File: config.mk
export PLATFORM = sky130hd
export DESIGN_NAME = fetch
export DESIGN_NICKNAME = d
export VERILOG_FILES = /design/src/hw/cpu_pkg.sv /design/src/hw/fetch.sv
export SDC_FILE = /design/constraint.sdc
export NUM_CORES = 1
export LEC_CHECK = 0
export BUFFER_PORTS_ARGS = -buffer_cell sky130_fd_sc_hd__buf_2
export CORE_ASPECT_RATIO = 1.75
export CORE_MARGIN = 1
export CORE_UTILIZATION = 52
export CTS_BUF_LIST = sky130_fd_sc_hd__clkbuf_8
export DETAILED_ROUTE_END_ITERATION = 8
export GPL_ROUTABILITY_DRIVEN = 1
export MAX_ROUTING_LAYER = met4
export PLACE_DENSITY_LB_ADDON = 0.2
export SLEW_MARGIN = 40
export SYNTH_ARGS = -nofsm -noshare
export SYNTH_HDL_FRONTEND = slang
export SYNTH_SLANG_ARGS = --single-unit
File: constraint.sdc
create_clock -name clock -period 2.57 [get_ports clock]
set_clock_uncertainty 0.05 [all_clocks]
set_input_delay 0.1285 -clock clock [delete_from_list [all_inputs] [get_ports clock]]
set_output_delay 0.1285 -clock clock [all_outputs]
set_load 0.02 [all_outputs]
File: src/hw/cpu_pkg.sv
package cpu_pkg;

    // Widths that carry a meaning across the core
    typedef logic [31:0] word_t;         // Data word or byte address
    typedef logic [4:0]  reg_addr_t;
    typedef logic [7:0]  rom_addr_t;     // Instruction word index on the ROM port
    typedef logic [5:0]  led_t;
    typedef logic [7:0]  duty_t;         // PWM duty and PWM counter

    // RV32I major opcodes of the supported subset
    localparam logic [6:0] OPC_OP     = 7'b0110011;   // ADD SUB AND OR XOR SLT
    localparam logic [6:0] OPC_OP_IMM = 7'b0010011;   // ADDI
    localparam logic [6:0] OPC_LOAD   = 7'b0000011;   // LW
    localparam logic [6:0] OPC_STORE  = 7'b0100011;   // SW
    localparam logic [6:0] OPC_BRANCH = 7'b1100011;   // BEQ BNE
    localparam logic [6:0] OPC_JAL    = 7'b1101111;

    // Peripheral space is every address with this bit set
    localparam int PERIPH_BIT = 31;

    // Byte offsets of the peripheral registers
    localparam logic [7:0] LED_OFFSET  = 8'h00;
    localparam logic [7:0] DUTY_OFFSET = 8'h04;
    localparam logic [7:0] BTN_OFFSET  = 8'h08;   // Read only

endpackage

File: src/hw/fetch.sv
module fetch #(
    parameter cpu_pkg::word_t RESET_PC = '0     // Byte address of the first instruction
) (
    input  logic               clock,
    input  logic               reset,
    input  logic               hold,
    input  logic               redirect,
    input  cpu_pkg::word_t     target,
    input  cpu_pkg::word_t     rom_data,
    output cpu_pkg::rom_addr_t rom_address,
    output cpu_pkg::word_t     instr,
    output cpu_pkg::word_t     pc,
    output logic               instr_valid
);
    cpu_pkg::word_t pc_q;

    // Word index of the current PC
    assign rom_address = pc_q[$bits(cpu_pkg::rom_addr_t)+1:2];

    always_ff @(posedge clock) begin
        if (reset) begin
            pc_q        <= RESET_PC;
            instr_valid <= 1'b0;
        end else if (!hold) begin
            if (redirect) begin
                pc_q        <= target;
                instr_valid <= 1'b0;     // Squash the word fetched behind the branch
            end else begin
                pc_q        <= pc_q + 32'd4;
                instr_valid <= 1'b1;
            end
        end
    end

    // Fetch/execute register payload
    always_ff @(posedge clock) begin
        if (!hold) begin
            instr <= rom_data;
            pc    <= pc_q;
        end
    end
endmodule

==> results of run 1 <==
[registers in the layout, indices dropped and copies added, names as in the netlist]
signal and cells:
pc_q 32, pc 32, instr 32, instr_valid 1
[cell type report]
type | count | share of cell area [%]
inverter | 7 | 0.4815
clock buffer | 9 | 2.270
timing repair buffer | 187 | 21.19
sequential | 97 | 47.33
clock inverter | 7 | 1.720
multi-input combinational | 221 | 24.99
tap | 88 | 2.018
[logic make-up (layout without fill, tap and decap cells)]
kind of cell    after synthesis  in the layout  synth area share, %
fa+ha+maj                     1              1               0.3031
mux                           4              4                1.031
simple gates                128            128                16.22
compound gates               88             88                15.49
buf+inv                      37            210                4.395
flops                        97             97                62.56
[power breakdown]
group | total, mW | switching, mW | internal (mW)
Clock | 1.07 | 0.521 | 0.548
Combinational | 0.446 | 0.264 | 0.182
Sequential | 1.84 | 0.0685 | 1.77
[worst reg2reg max path, cell delays in order, from the launching register on]
cell     delay, ns
dfxtp_1       0.46
ha_1          0.24
nand3_1       0.16
or4_4         0.66
or4_1         0.56
a31oi_1       0.17
[how the worst max path moves through the flow]
stage	from	to
final	pc_q[2]$_SDFFE_PP0N_	pc_q[26]$_SDFFE_PP0N_
after global routing	pc_q[2]$_SDFFE_PP0N_	pc_q[26]$_SDFFE_PP0N_
after CTS	pc_q[2]$_SDFFE_PP0N_	pc_q[26]$_SDFFE_PP0N_
after detailed placement	pc_q[2]$_SDFFE_PP0N_	pc_q[26]$_SDFFE_PP0N_
after global placement	pc_q[2]$_SDFFE_PP0N_	pc_q[26]$_SDFFE_PP0N_
after floorplan	pc_q[2]$_SDFFE_PP0N_	pc_q[20]$_SDFFE_PP0N_
[metal layers]
| layer | vias up | part of all wire [%] | GRT usage [%] | wire [microns] |
|---|---|---|---|---|
| met5 | - | 0 | - | 0 |
| met4 | 0 | 2.8 | 15.05 | 315 |
| met3 | 26 | 6.2 | 4.786 | 689 |
| met2 | 164 | 54 | 49.03 | 6049 |
| met1 | 1721 | 37 | 29.80 | 4060 |
| li1 | 1718 | - | - | - |
[cells in the mapped netlist (all sizes together), types with 7 or more instances]
library cell  count  share of area, %
and3              8               1.2
edfxtp           64                47
clkbuf           16               1.8
inv               7              0.64
nand2            31               2.8
nand4            10               1.5
nand3            12               1.8
a22oi            13               2.4
o21ai             9               1.1
buf              14               2.0
o211ai            7               1.3
a21oi            17               2.1
dfxtp            33                16
nor3             13               1.6
nor2             24               2.2
nor4              9               1.4
[per-stage QoR]
stage	area (sq um)	instances	util (%)	hold WS, ns	setup slack, ns
after floorplan	4128	355	-	0.1774	0.4807
after global placement	4878	564	64.02	0.2551	0.3046
after detailed placement	4878	564	64.02	0.2573	0.2639
after CTS	5456	616	71.61	0.0007914	0.2109
after global routing	5456	616	71.61	0.01238	0.08869
final	5456	616	71.61	0.01233	0.2120
[what timing repair did]
| item | CTS | global route |
|---|---|---|
| hold endpoints to repair | 36 | 0 |
| resized for setup | 0 | 0 |
| hold buffers | 36 | 0 |
==> results.tsv, run 1 <==
stage	metric	value	unit
outcome	status	finished clean	
route	Post-DRT Antenna Nets	0	
route	WL final	11110	microns
power	pwr dens	614.7	nW/um^2
hold_path	hold crit path type	in -> reg	
logic_synthesis	Seq/Total Area, Yosys	62.56	%
logic_synthesis	Synth cell types	51	
timing	worst slew pin tran	0.4840	ns
timing	RSZ-0062 raised after global routing	no	
route	routed len/inst	18.04	microns
hold_path	Hold Path End	pc_q[9]$_SDFFE_PP0N_	
setup_path	Worst path max stage delay	0.66	ns
global_routing	overall fraction of global-route tracks in use	28.01	%
timing	crit path time final	2.358	ns
timing	Final Hold Viols	0	
cts	clock sinks	97	
global_routing	first-pass GRT wire length	17270	microns
setup_path	critical-path cell list	ha_1, nand3_1, or4_4, or4_1, a31oi_1	
cts	number of CTS-inserted buffers	9	
logic_synthesis	syn_nets	424	
final_layout	register area	2582	sq um
setup_path	kind of critical path	reg -> reg	
setup_path	CP Max Fanout	12	
power	static leakage	2.201	nW
global_routing	vias in the first global route	3506	
die	# IOs	141	
logic_synthesis	Synth Instances	355	
logic_synthesis	syn_area_per_cell	11.63	sq um
die	die area	8312	sq um
setup_path	FF-to-FF setup slack	0.21	ns
route	vias	3629	
route	initial drt markers	207	
die	Die Width	69.35	microns
setup_path	CP required	2.83	ns
setup_path	CP max stage cell	or4_4	
cts	Clock Latency Late Sink	0.37	ns
timing	setup TNS	0	ns
logic_synthesis	YS warnings	0	
global_routing	largest net degree at the start of global routing	58	
power	Tot Pwr	3.354	mW
placed_design	Final GP Congestion	0.9858	
final_layout	multi-input logic area	1364	sq um
route	drt drc	0	
flow_run	max_cap viols	0	
die	Initial Util	54.17	%
cts	clock transition at the registers of the reported paths	0.09	ns
hold_path	WHS Path Cells	3	
final_layout	Final nets	592	
setup_path	reg-to-reg startpoint	pc_q[2]$_SDFFE_PP0N_	
timing	crit share post-route	91.75	%
setup_path	Worst EP arrival	2.61	ns
global_routing	initial antenna violation count	0	
route	DR pass1 iterations	4	
final_layout	# fillers	566	
logic_synthesis	#FFs+latches synth	97	
setup_path	CP delay by family, top	simple AND/OR/NAND/NOR gates	
setup_path	critical path startpoint category	flip-flop	
setup_path	Buf/Inv on CP	0	
cts	clock tree buffer depth	2	
cts	Root Driver	clkbuf_8	
timing	setup violators final	0	
timing	Fmax achieved	424.1	MHz
cts	postcts setup bufs	0	
timing	slew margin rel.	67.44	%
final_layout	Area growth syn-to-layout	32.19	%
cts	H-tree Lvls	3	
setup_path	Worst R2R Path Depth	5	
logic_synthesis	Main synth FF type	edfxtp_1	
global_routing	remaining global-route overflow	0	
die	core area	7620	sq um
setup_path	Levels on crit path	5	
final_layout	share of layout cells above drive strength 1	33.71	%
final_layout	# diodes	0	
die	row cnt	42	
placed_design	DP Wirelength	7278	microns
timing	Final Max Slew Viols	0	
final_layout	most frequent cells in the layout	140 x buf_2, 64 x edfxtp_1, 36 x dlygate4sd3_1	
logic_synthesis	EDFF count, synth	64	
hold_path	hold_sp	target[9]	
placed_design	I/O Buffers	140	
setup_path	worst r2r dst	pc_q[26]$_SDFFE_PP0N_	
power	VDD IR max	0.0004419	V
die	die height	119.9	microns
route	Vias/cell	5.891	
final_layout	commonest non-fill, non-tap cell in the layout	buf_2	
cts	CTS tree	done	
setup_path	CP endpoint kind	flip-flop	
logic_synthesis	Netlist Area Pre-Place	4128	sq um
logic_synthesis	async set-reset flop share out of synthesis	0	%
No activity file was read; power rests on OpenSTA's default activity.
==> run 2, diff against run 1 <==
--- a/config.mk
+++ b/config.mk
@@ -12,7 +12,6 @@
 export CTS_BUF_LIST = sky130_fd_sc_hd__clkbuf_8
 export DETAILED_ROUTE_END_ITERATION = 8
 export GPL_ROUTABILITY_DRIVEN = 1
-export MAX_ROUTING_LAYER = met4
 export PLACE_DENSITY_LB_ADDON = 0.2
 export SLEW_MARGIN = 40
 export SYNTH_ARGS = -nofsm -noshare
==> constraint.sdc (replaced) <==
create_clock -name clock -period 2.57 [get_ports clock]
set_clock_uncertainty 0.05 [all_clocks]
set_input_delay 0 -clock clock [delete_from_list [all_inputs] [get_ports clock]]
set_output_delay 0 -clock clock [all_outputs]
set_load 0.02 [all_outputs]
==> run 2 against run 1 <==
Effect of this change: largest power group unchanged; highest routed layer unchanged; final area grew 6.4%; critical path depth is 1 higher; maximum frequency down 2.4%; total power rose by 3.4%; count of clock-buffer cells in the layout increased by 2; largest cell class unchanged; register-to-register slack got worse by 0.06 ns; clock power rose by 7%.
==> results.tsv, run 2 (same netlist as run 1, synthesis figures left out) <==
stage	metric	value	unit
outcome	status	finished clean	
cts	clock sinks	97	
setup_path	Worst R2R Path Depth	6	
cts	H-tree Lvls	3	
timing	worst slew pin tran	0.5122	ns
die	die area	8312	sq um
cts	CTS tree	done	
global_routing	overall fraction of global-route tracks in use	28.53	%
global_routing	vias in the first global route	3740	
route	Post-DRT Antenna Nets	0	
setup_path	CP required	2.79	ns
hold_path	Hold Path End	pc_q[4]$_SDFFE_PP0N_	
setup_path	kind of critical path	reg -> reg	
setup_path	Worst EP arrival	2.64	ns
timing	setup violators final	0	
setup_path	reg-to-reg startpoint	pc_q[2]$_SDFFE_PP0N_	
cts	number of CTS-inserted buffers	9	
timing	Final Max Slew Viols	0	
placed_design	I/O Buffers	140	
route	met2 wire len	6384	microns
die	Initial Util	54.17	%
final_layout	share of layout cells above drive strength 1	32.62	%
route	initial drt markers	266	
route	routed len/inst	17.97	microns
timing	Fmax achieved	414.1	MHz
global_routing	largest net degree at the start of global routing	58	
die	Die Width	69.35	microns
setup_path	critical path startpoint category	flip-flop	
final_layout	Largest regs	instr x32, pc x32, pc_q x32	
power	pwr dens	597.2	nW/um^2
hold_path	WHS Path Cells	4	
route	Metal-1 WL	4146	microns
setup_path	CP Max Fanout	8	
hold_path	hold crit path type	in -> reg	
setup_path	CP endpoint kind	flip-flop	
route	vias	3790	
cts	Clock Latency Late Sink	0.37	ns
cts	clock tree buffer depth	2	
hold_path	hold_sp	target[4]	
setup_path	FF-to-FF setup slack	0.15	ns
route	DR pass1 iterations	6	
timing	crit share post-route	93.98	%
placed_design	DP Wirelength	7138	microns
global_routing	remaining global-route overflow	0	
cts	clock transition at the registers of the reported paths	0.10	ns
timing	slew margin rel.	65.86	%
global_routing	first-pass GRT wire length	18260	microns
power	VDD IR max	0.0003229	V
route	WL met3	713	microns
timing	Worst Hold Slack	0.007058	ns
placed_design	Final GP Congestion	0.9397	
final_layout	# diodes	0	
route	WL final	11660	microns
timing	Final Hold Viols	0	
final_layout	commonest non-fill, non-tap cell in the layout	buf_2	
flow_run	max_cap viols	0	
die	die height	119.9	microns
timing	crit path time final	2.415	ns
setup_path	worst r2r dst	pc_q[24]$_SDFFE_PP0N_	
die	row cnt	42	
final_layout	most frequent cells in the layout	139 x buf_2, 67 x dlygate4sd3_1, 64 x edfxtp_1	
final_layout	Area growth syn-to-layout	40.68	%
setup_path	Worst path max stage delay	0.61	ns
power	static leakage	2.360	nW
final_layout	# fillers	500	
route	Vias/cell	5.840	
die	# IOs	141	
die	core area	7620	sq um
timing	RSZ-0062 raised after global routing	no	
route	drt drc	0	
final_layout	Final nets	625	
global_routing	initial antenna violation count	0	
route	uppermost layer routed	met4	
setup_path	critical-path cell list	ha_1, nand3_1, or4_4, o2111ai_1, o211ai_1, dlygate4sd3_1	
timing	setup TNS	0	ns
setup_path	CP max stage cell	or4_4	
cts	Root Driver	clkbuf_8	
[run 2: changes by cell type in the layout (fill, tap and decap cells not counted), sizes merged]
cell,delta
clkbuf,+2
buf,+2
clkinv,-3
dlygate4sd3,+31
clkinvlp,+1
[run 2: stage by stage]
step / instances / area [sq um] / power (mW) / setup slack [ns] / util [%]
2_1_floorplan: 355 / 4128 / 2.104 / 0.4807 / -
3_3_place_gp: 563 / 4871 / 2.259 / 0.3046 / 63.92
3_5_place_dp: 563 / 4871 / 2.269 / 0.2785 / 63.92
4_1_cts: 646 / 5779 / 3.466 / 0.02345 / 75.85
5_1_grt: 649 / 5807 / 3.586 / 0.02039 / 76.21
6_report: 649 / 5807 / 3.468 / 0.1548 / 76.21
[run 2: how the worst max path moves through the flow]
stage / startpoint / endpoint / slack, ns / cells past startpoint
after CTS: pc_q[2]$_SDFFE_PP0N_ / pc_q[24]$_SDFFE_PP0N_ / 0.02 / 6
after global placement: pc_q[2]$_SDFFE_PP0N_ / pc_q[26]$_SDFFE_PP0N_ / 0.30 / 5
after global routing: pc_q[2]$_SDFFE_PP0N_ / pc_q[24]$_SDFFE_PP0N_ / 0.02 / 6
final: pc_q[2]$_SDFFE_PP0N_ / pc_q[24]$_SDFFE_PP0N_ / 0.15 / 6
after floorplan: pc_q[2]$_SDFFE_PP0N_ / pc_q[20]$_SDFFE_PP0N_ / 0.48 / 6
after detailed placement: pc_q[2]$_SDFFE_PP0N_ / pc_q[26]$_SDFFE_PP0N_ / 0.28 / 5
[run 2: power by group]
| part | internal [mW] | switching, mW |
|---|---|---|
| combinational | 0.212 | 0.272 |
| sequential | 1.77 | 0.0688 |
| clock | 0.608 | 0.536 |
| total | 2.59 | 0.877 |
[run 2: critical path: cells and delay by family (launching register included)]
kind	cells	cell delay, ns
buffers and inverters	1	0.56
AO/OA/AOI/OAI	2	0.31
flip-flops	1	0.39
AND/OR/NAND/NOR	2	0.78
adder cells (fa/ha/maj)	1	0.22
[run 2: metal layers]
layer	vias to the layer above	global-route usage [%]
met4	0	15.82
li1	1781	-
met5	-	0
met3	41	6.045
met2	197	52.97
met1	1771	28.99
[run 2: layout make-up]
type	instances	area (sq um)	share of cell area, %
clock inverter	5	86.33	1.487
clock buffer	11	151.4	2.607
inverter	7	26.28	0.4525
multi-input combinational	221	1364	23.49
sequential	97	2585	44.52
tap	88	110.1	1.896
timing repair buffer	220	1484	25.55
[run 2: what timing repair did]
action,4_1_cts,5_1_grt
setup buffers,0,3
gates resized for setup,0,2
endpoints found under the setup margin,0,1
endpoints found under the hold margin,60,0
hold buffers,67,0
==> run 3, diff against run 2 <==
==> constraint.sdc (replaced) <==
create_clock -name clock -period 2.57 [get_ports clock]
set_clock_uncertainty 0.05 [all_clocks]
set_input_delay 0.771 -clock clock [delete_from_list [all_inputs] [get_ports clock]]
set_output_delay 0.771 -clock clock [all_outputs]
set_load 0.02 [all_outputs]
==> run 3 against run 2 <==
Effect of this change: utilization down 9.3 points; highest routed layer unchanged; via count fell by 8.2%; maximum frequency is 2.9% higher; die area stayed put.
==> results.tsv, run 3 (same netlist as run 1, synthesis figures left out) <==
stage	metric	value	unit
outcome	status	finished clean	
setup_path	worst r2r dst	pc_q[26]$_SDFFE_PP0N_	
route	drt drc	0	
final_layout	# diodes	0	
setup_path	CP max stage cell	or4_4	
timing	slew margin rel.	69.02	%
setup_path	CP endpoint kind	flip-flop	
hold_path	Hold Path End	pc[1]$_DFFE_PN_	
route	Metal-1 WL	3779	microns
setup_path	Buf/Inv on CP	0	
setup_path	CP required	2.81	ns
power	Net Sw Frac	26.77	%
timing	worst slew pin tran	0.4642	ns
placed_design	I/O Buffers	140	
hold_path	hold crit path type	reg -> reg	
setup_path	CP delay by family, top	simple AND/OR/NAND/NOR gates	
cts	postcts setup bufs	0	
power	net switching power	830.9	uW
setup_path	critical path startpoint category	flip-flop	
placed_design	Setup Slack @ Placement	0.2533	ns
timing	Final Hold Viols	0	
timing	Worst Hold Slack	0.3886	ns
setup_path	kind of critical path	reg -> reg	
timing	setup violators final	0	
die	Initial Util	54.17	%
route	WL final	10010	microns
route	Post-DRT Antenna Nets	0	
global_routing	remaining global-route overflow	0	
die	# IOs	141	
timing	Fmax achieved	426.2	MHz
die	die area	8312	sq um
cts	Root Driver	clkbuf_8	
power	pwr dens	608.6	nW/um^2
route	routed len/inst	17.06	microns
flow_run	max_cap viols	0	
setup_path	Worst EP arrival	2.59	ns
cts	CTS Hold Bufs	0	
cts	clock sinks	97	
placed_design	Final GP Congestion	0.9863	
die	die height	119.9	microns
setup_path	FF-to-FF setup slack	0.22	ns
cts	clock tree buffer depth	2	
power	power share of the sequential group	59.1	%
global_routing	initial antenna violation count	0	
hold_path	WHS Path Cells	0	
final_layout	Final Non-Filler Cells	587	
setup_path	Worst path max stage delay	0.66	ns
placed_design	Placed Cells	571	
die	core area	7620	sq um
timing	Final Max Slew Viols	0	
route	initial drt markers	203	
power	VDD IR max	0.0002942	V
final_layout	commonest non-fill, non-tap cell in the layout	buf_2	
timing	crit share post-route	91.31	%
die	row cnt	42	
final_layout	# fillers	619	
route	WL met3	651	microns
global_routing	largest net degree at the start of global routing	59	
global_routing	vias in the first global route	3225	
route	Vias/cell	5.927	
setup_path	reg-to-reg startpoint	pc_q[2]$_SDFFE_PP0N_	
route	vias	3479	
timing	slack of the critical path	0.2234	ns
final_layout	most frequent cells in the layout	140 x buf_2, 64 x edfxtp_1, 33 x dfxtp_1	
die	Die Width	69.35	microns
timing	setup TNS	0	ns
route	uppermost layer routed	met4	
cts	post-cts resize count	0	
cts	clock transition at the registers of the reported paths	0.10	ns
route	DR pass1 iterations	4	
power	static leakage	2.067	nW
power	internal cell power	2.274	mW
setup_path	Worst R2R Path Depth	5	
final_layout	Final nets	563	
timing	crit path time final	2.347	ns
placed_design	DP Wirelength	7140	microns
cts	H-tree Lvls	3	
power	Comb pwr share	13.1	%
global_routing	first-pass GRT wire length	15820	microns
cts	CTS tree	done	
cts	Clock Latency Late Sink	0.36	ns
final_layout	Largest regs	instr x32, pc x32, pc_q x32	
final_layout	share of layout cells above drive strength 1	36.87	%
setup_path	CP Max Fanout	12	
power	Clk pwr share	27.8	%
final_layout	Area growth syn-to-layout	23.58	%
global_routing	overall fraction of global-route tracks in use	24.48	%
cts	number of CTS-inserted buffers	9	
timing	RSZ-0062 raised after global routing	no	
setup_path	critical-path cell list	ha_1, nand3_1, or4_4, or4_1, a31oi_1	
route	met2 wire len	5234	microns
hold_path	hold_sp	pc_q[1]$_SDFFE_PP0P_	
run 3: changes by cell type in the layout (fill, tap and decap cells not counted), sizes merged:
cell	change
bufinv	-2
clkbuf	-2
buf	+5
clkinvlp	-1
clkinv	+4
dlygate4sd3	-67
inv	+1
run 3: area by class of cell:
cell class | count | area (sq um) | share of cell area (%)
clock buffers | 9 | 123.9 | 2.428
flip-flops and latches | 97 | 2582 | 50.63
multi-input cells | 221 | 1364 | 26.74
well taps | 88 | 110.1 | 2.158
repair buffers | 158 | 848.3 | 16.63
clock inverters | 7 | 46.29 | 0.9075
inverters | 7 | 26.28 | 0.5151
run 3: worst max-delay path by stage:
stage | start | to | cells past startpoint
after global placement | pc_q[2]$_SDFFE_PP0N_ | pc_q[26]$_SDFFE_PP0N_ | 5
final | pc_q[2]$_SDFFE_PP0N_ | pc_q[26]$_SDFFE_PP0N_ | 5
after detailed placement | pc_q[2]$_SDFFE_PP0N_ | pc_q[26]$_SDFFE_PP0N_ | 5
after CTS | pc_q[2]$_SDFFE_PP0N_ | pc_q[26]$_SDFFE_PP0N_ | 5
after floorplan | hold | pc_q[30]$_SDFFE_PP0N_ | 5
after global routing | pc_q[2]$_SDFFE_PP0N_ | pc_q[26]$_SDFFE_PP0N_ | 5
run 3: stage by stage:
stage               power [mW]  area [sq um]  utilization [%]
finish                   3.105          5101            66.95
CTS                      3.129          5101            66.95
detailed placement       2.277          4931            64.71
floorplan                2.104          4128                -
global placement         2.268          4931            64.71
global route             3.232          5101            66.95
run 3: power by group through the flow:
stage	Combinational (mW)	Sequential (mW)	Clock, mW
after CTS	0.409	1.83	0.886
after floorplan	0.147	1.96	0
after detailed placement	0.408	1.87	0
final	0.407	1.83	0.863
after global routing	0.440	1.85	0.946
after global placement	0.403	1.87	0
run 3: metal layers:
layer	vias up	global-route usage [%]
met4	0	15.05
met2	164	42.17
met1	1633	27.82
li1	1654	-
met5	-	0
met3	28	4.366
run 3: worst register-to-register path, delay by kind of cell, from the launching register on:
| kind | cells | cell delay (ns) |
|---|---|---|
| and+or+nand+nor | 3 | 1.37 |
| DFF | 1 | 0.44 |
| adders and majority gates | 1 | 0.24 |
| AOI/OAI and AO/OA | 1 | 0.18 |
